===== config.mk =====
export PLATFORM = sky130hd
export DESIGN_NAME = rvImmExtend
export DESIGN_NICKNAME = d
export VERILOG_FILES = /design/src/common/rvPkg.sv /design/src/hdl/rvImmExtend.sv
export SDC_FILE = /design/constraint.sdc
export NUM_CORES = 1
export LEC_CHECK = 0
export BUFFER_PORTS_ARGS = -buffer_cell sky130_fd_sc_hd__buf_4
export CORE_MARGIN = 2
export CORE_UTILIZATION = 31
export DETAILED_ROUTE_END_ITERATION = 16
export GPL_ROUTABILITY_DRIVEN = 0
export GPL_TIMING_DRIVEN = 0
export PLACE_DENSITY = 0.81
export SYNTH_ARGS = -nofsm -noshare
export SYNTH_HDL_FRONTEND = slang
export SYNTH_SLANG_ARGS = --single-unit

===== constraint.sdc =====
create_clock -name vclk -period 1
set_input_delay 0.15 -clock vclk [all_inputs]
set_output_delay 0.15 -clock vclk [all_outputs]
set_load 0.005 [all_outputs]

===== src/common/rvPkg.sv =====
`default_nettype none

package rvPkg;

    // Datapath and memory sizes
    localparam int XLEN       = 32;
    localparam int IMEM_WORDS = 256;
    localparam int IMEM_AW    = 8;
    localparam int DMEM_WORDS = 256;
    localparam int DMEM_AW    = 8;

    // RV32I major opcodes handled by the core
    typedef enum logic [6:0] {
        OPC_OP     = 7'b0110011,
        OPC_OP_IMM = 7'b0010011,
        OPC_LOAD   = 7'b0000011,
        OPC_STORE  = 7'b0100011,
        OPC_BRANCH = 7'b1100011,
        OPC_JAL    = 7'b1101111,
        OPC_JALR   = 7'b1100111,
        OPC_LUI    = 7'b0110111,
        OPC_AUIPC  = 7'b0010111
    } opcodeT;

    typedef enum logic [3:0] {
        ALU_ADD, ALU_SUB, ALU_AND, ALU_OR, ALU_XOR,
        ALU_SLT, ALU_SLTU, ALU_SLL, ALU_SRL, ALU_SRA,
        ALU_PASS_B
    } aluOpT;

    typedef enum logic [2:0] {IMM_I, IMM_S, IMM_B, IMM_U, IMM_J} immSelT;

    typedef enum logic [1:0] {WB_ALU, WB_MEM, WB_PC4} wbSelT;

    typedef struct packed {
        logic   regWrite;
        logic   memWrite;
        logic   memRead;
        logic   branch;
        logic   jal;
        logic   jalr;
        logic   aluSrcImm;
        logic   aluSrcPc;
        aluOpT  aluOp;
        immSelT immSel;
        wbSelT  wbSel;
    } ctrlT;

    //////////////////////////////
    // Stage registers
    //////////////////////////////

    typedef struct packed {
        logic            valid;
        logic [XLEN-1:0] pc;
        logic [XLEN-1:0] instr;
    } fetchDecT;

    typedef struct packed {
        logic            valid;
        ctrlT            ctrl;
        logic [XLEN-1:0] pc;
        logic [XLEN-1:0] rs1Data;
        logic [XLEN-1:0] rs2Data;
        logic [XLEN-1:0] imm;
        logic [2:0]      funct3;
        logic [4:0]      rd;
    } decExeT;

    typedef struct packed {
        logic            valid;
        logic            regWrite;
        logic            memWrite;
        logic            memRead;
        wbSelT           wbSel;
        logic [XLEN-1:0] aluResult;
        logic [XLEN-1:0] storeData;
        logic [XLEN-1:0] pcPlus4;
        logic [4:0]      rd;
    } exeMemT;

    typedef struct packed {
        logic            valid;
        logic            regWrite;
        logic [4:0]      rd;
        logic [XLEN-1:0] wbData;
    } memWbT;

endpackage

`default_nettype wire

===== src/hdl/rvImmExtend.sv =====
`timescale 1ns/1ps
`default_nettype none

module rvImmExtend (
    input  wire logic [rvPkg::XLEN-1:0] instr_i,
    input  rvPkg::immSelT               immSel_i,
    output logic [rvPkg::XLEN-1:0]      imm_o
);

    logic sign;

    assign sign = instr_i[31];

    always_comb begin
        case (immSel_i)
            rvPkg::IMM_I: imm_o = {{20{sign}}, instr_i[31:20]};
            rvPkg::IMM_S: imm_o = {{20{sign}}, instr_i[31:25], instr_i[11:7]};
            rvPkg::IMM_B: imm_o = {{19{sign}}, sign, instr_i[7], instr_i[30:25],
                                   instr_i[11:8], 1'b0};
            // Already in the upper bits
            rvPkg::IMM_U: imm_o = {instr_i[31:12], 12'b0};
            rvPkg::IMM_J: imm_o = {{11{sign}}, sign, instr_i[19:12], instr_i[20],
                                   instr_i[30:21], 1'b0};
            default:      imm_o = '0;
        endcase
    end

endmodule

`default_nettype wire


==> summary.txt <==
Run status
  • Status: finished, violations left
  • Failing checks: setup timing

Detailed routing
  • Initial DRC count: 19
  • Post-DRT Antenna Nets: 0
  • Vias: 1016
  • Vias per inst: 5.613
  • Drc violations: 0
  • Routed len/inst: 17.15 um
  • Total wire length: 3.105 mm
  • First-pass iteration count of the detailed router: 4

Yosys
  • Post-Syn Instances: 94
  • Post-Synth Adder-Cell Area: 0.02083
  • Synthesized Nets: 129
  • Post-Synth XOR/XNOR Area: 0
  • Warnings, synthesis: 0
  • Largest family of logic cells by synthesized area: simple AND/OR/NAND/NOR gates
  • Synth Cell Area: 540.5 um^2
  • Sequential fraction of the synthesis area: 0
  • Synthesized-area fraction occupied by and/or/nand/nor cells: 0.3935
  • Netlist cell types: 20
  • Mux share of post-synthesis cell area: 0.1019
  • Syn_area_per_cell: 5.750 um^2
  • Compound-cell area share of the yosys netlist: 0.3218

Floorplan
  • Die area: 2094 um^2
  • Core box area: 1689 um^2
  • Rows: 15
  • Die height: 45.76 um
  • DIE WIDTH: 45.76 um
  • Starting Density: 0.3200
  • # IOs: 67

Cells and area
  • Fin util: 0.8430
  • Synth-to-layout area growth: 163.4%
  • Nets: 201
  • Register area: 0 um^2
  • Final-layout clock buffer total: 0
  • Final Cell Area: 1424 um^2
  • Most common cell after layout, fill and taps aside: buf_4
  • Ant. Diodes: 0
  • Most frequent cells in the layout: buf_4, buf_6, nand2_2, nand2_1, o22ai_1
  • Final Non-Filler Cells: 181
  • Total number of sequential cells: 0
  • Layout cells sized above 1: 0.7561

Job
  • Max-cap viol count: 0

Global routing
  • Total grt overflow: 0
  • Number of global-route vias before repair: 959
  • First-pass GRT wire length: 4.353 mm
  • Largest net degree at the start of global routing: 11
  • GRT Total Usage: 0.2770
  • Initial antenna violation count: 0

STA
  • PnR worst setup slack: -0.2222 ns
  • Tcrit/Tclk final: 1.222
  • Final Setup Violations: 32
  • Slew margin rel.: 0.6376
  • RSZ-0062 raised after global routing: true
  • Final Max Tran Viols: 0
  • Max Clk Rate: 818.2 MHz
  • Fin. Hold Viols: 0
  • Crit path time final: 1.222 ns
  • Worst Tran Pin Value: 0.5437 ns

Place
  • Port buffer count: 58
  • DP Cell Count: 169
  • DP Area: 997.2 um^2
  • Dpl ws: -0.3492 ns
  • Post-DP HPWL: 1.642 mm

Setup path
  • Worst EP arrival: 1.07 ns
  • CP Capture Type: output pin
  • CP Class: in2out
  • Critical-path top delay cell: nor3_1
  • Max incr delay on CP: 0.19 ns
  • Worst setup SP type: input port
  • CP cell instances: buf_8 -> buf_6 -> buf_8 -> buf_6 -> mux2i_1 -> nor3_1 -> buf_4
  • CP startpoint: immSel_i[0]
  • Crit-path max FO: 6
  • Critical Path RT: 0.85 ns

Power
  • Peak VDD IR: 0.2847 mV
  • Power per cell area: 508.6 nW/um^2
  • Internal: 428.2 uW
  • NetSw: 296.0 uW
  • Leak Pwr: 0.7269 nW
  • Clock share of power: 0
  • Flop pwr share: 0
  • Switching Share: 0.4087
  • Overall power: 724.2 uW
  • Logic gate share of total power: 1.000

Clocking
  • Post-CTS Hold Buffers: 0

Worst hold path
  • Worst Hold Depth: 4
  • HP Start: instr_i[24]
  • Hold Path Class: in2out
  • Hold Path End: imm_o[24]
[metal layers]
metal,GRT usage,wire (um),up-vias
li1,-,-,464
met1,0.3624,1199,499
met2,0.5239,1725,49
met3,0,151,4
met4,0.02286,29,0
met5,0,0,-
[timing repair]
action	CTS	global route
cloned	4	0
setup endpoints to repair	31	32
setup buffers	6	3
pin swaps	21	4
resized for setup	79	15
[cell families (layout without fill, tap and decap cells)]
group / count (synthesis) / in the layout
compound gates: 31 / 31
mux: 5 / 5
fa+ha+maj: 1 / 1
buf+inv: 16 / 86
simple gates: 41 / 41
[final cells by class]
| type | instances | area, um^2 |
|---|---|---|
| plain buffers | 10 | 112.6 |
| repair buffers | 71 | 618.1 |
| well taps | 17 | 21.27 |
| inverters | 5 | 18.77 |
| fillers | 99 | 265.3 |
| multi-input cells | 78 | 653.1 |
[per-stage QoR]
| stage | hold slack, ns | TNS [ns] |
|---|---|---|
| 2_1_floorplan | 0.3850 | -0.9283 |
| 3_3_place_gp | 0.5618 | -6.034 |
| 3_5_place_dp | 0.5617 | -6.784 |
| 4_1_cts | 0.5605 | -4.512 |
| 5_1_grt | 0.5928 | -6.430 |
| 6_report | 0.5762 | -5.337 |
[Yosys cell counts]
cell type	number	area share
a21oi_1	17	0.16
and2_0	1	0.012
and2_1	1	0.012
and2b_1	2	0.028
and3b_1	1	0.016
buf_2	4	0.037
buf_6	3	0.062
clkbuf_1	4	0.028
inv_1	5	0.035
maj3_2	1	0.021
mux2_2	4	0.083
mux2i_1	1	0.019
nand2_1	22	0.15
nand2b_1	5	0.058
nand2b_4	1	0.025
nor2b_1	7	0.081
nor3_1	1	0.0093
o21ai_0	1	0.0093
o22ai_1	12	0.14
o32ai_1	1	0.016
[power by group through the flow]
stage	clock network, mW	registers [mW]	logic, mW
final	0	0	0.724
after global placement	0	0	0.474
after detailed placement	0	0	0.487
after CTS	0	0	0.667
after floorplan	0	0	0.217
after global routing	0	0	0.760
[critical path: cells and delay by family]
kind | cells | cell delay, ns
muxes | 1 | 0.11
and+or+nand+nor | 1 | 0.19
buffers and inverters | 5 | 0.62
[how the worst max path moves through the flow]
stage / endpoint / cells past startpoint
2_1_floorplan: imm_o[20] / 5
6_report: imm_o[0] / 7
5_1_grt: imm_o[24] / 6
3_5_place_dp: imm_o[14] / 7
3_3_place_gp: imm_o[15] / 7
4_1_cts: imm_o[24] / 6
Note: power is estimated with default switching activity, not from simulation.
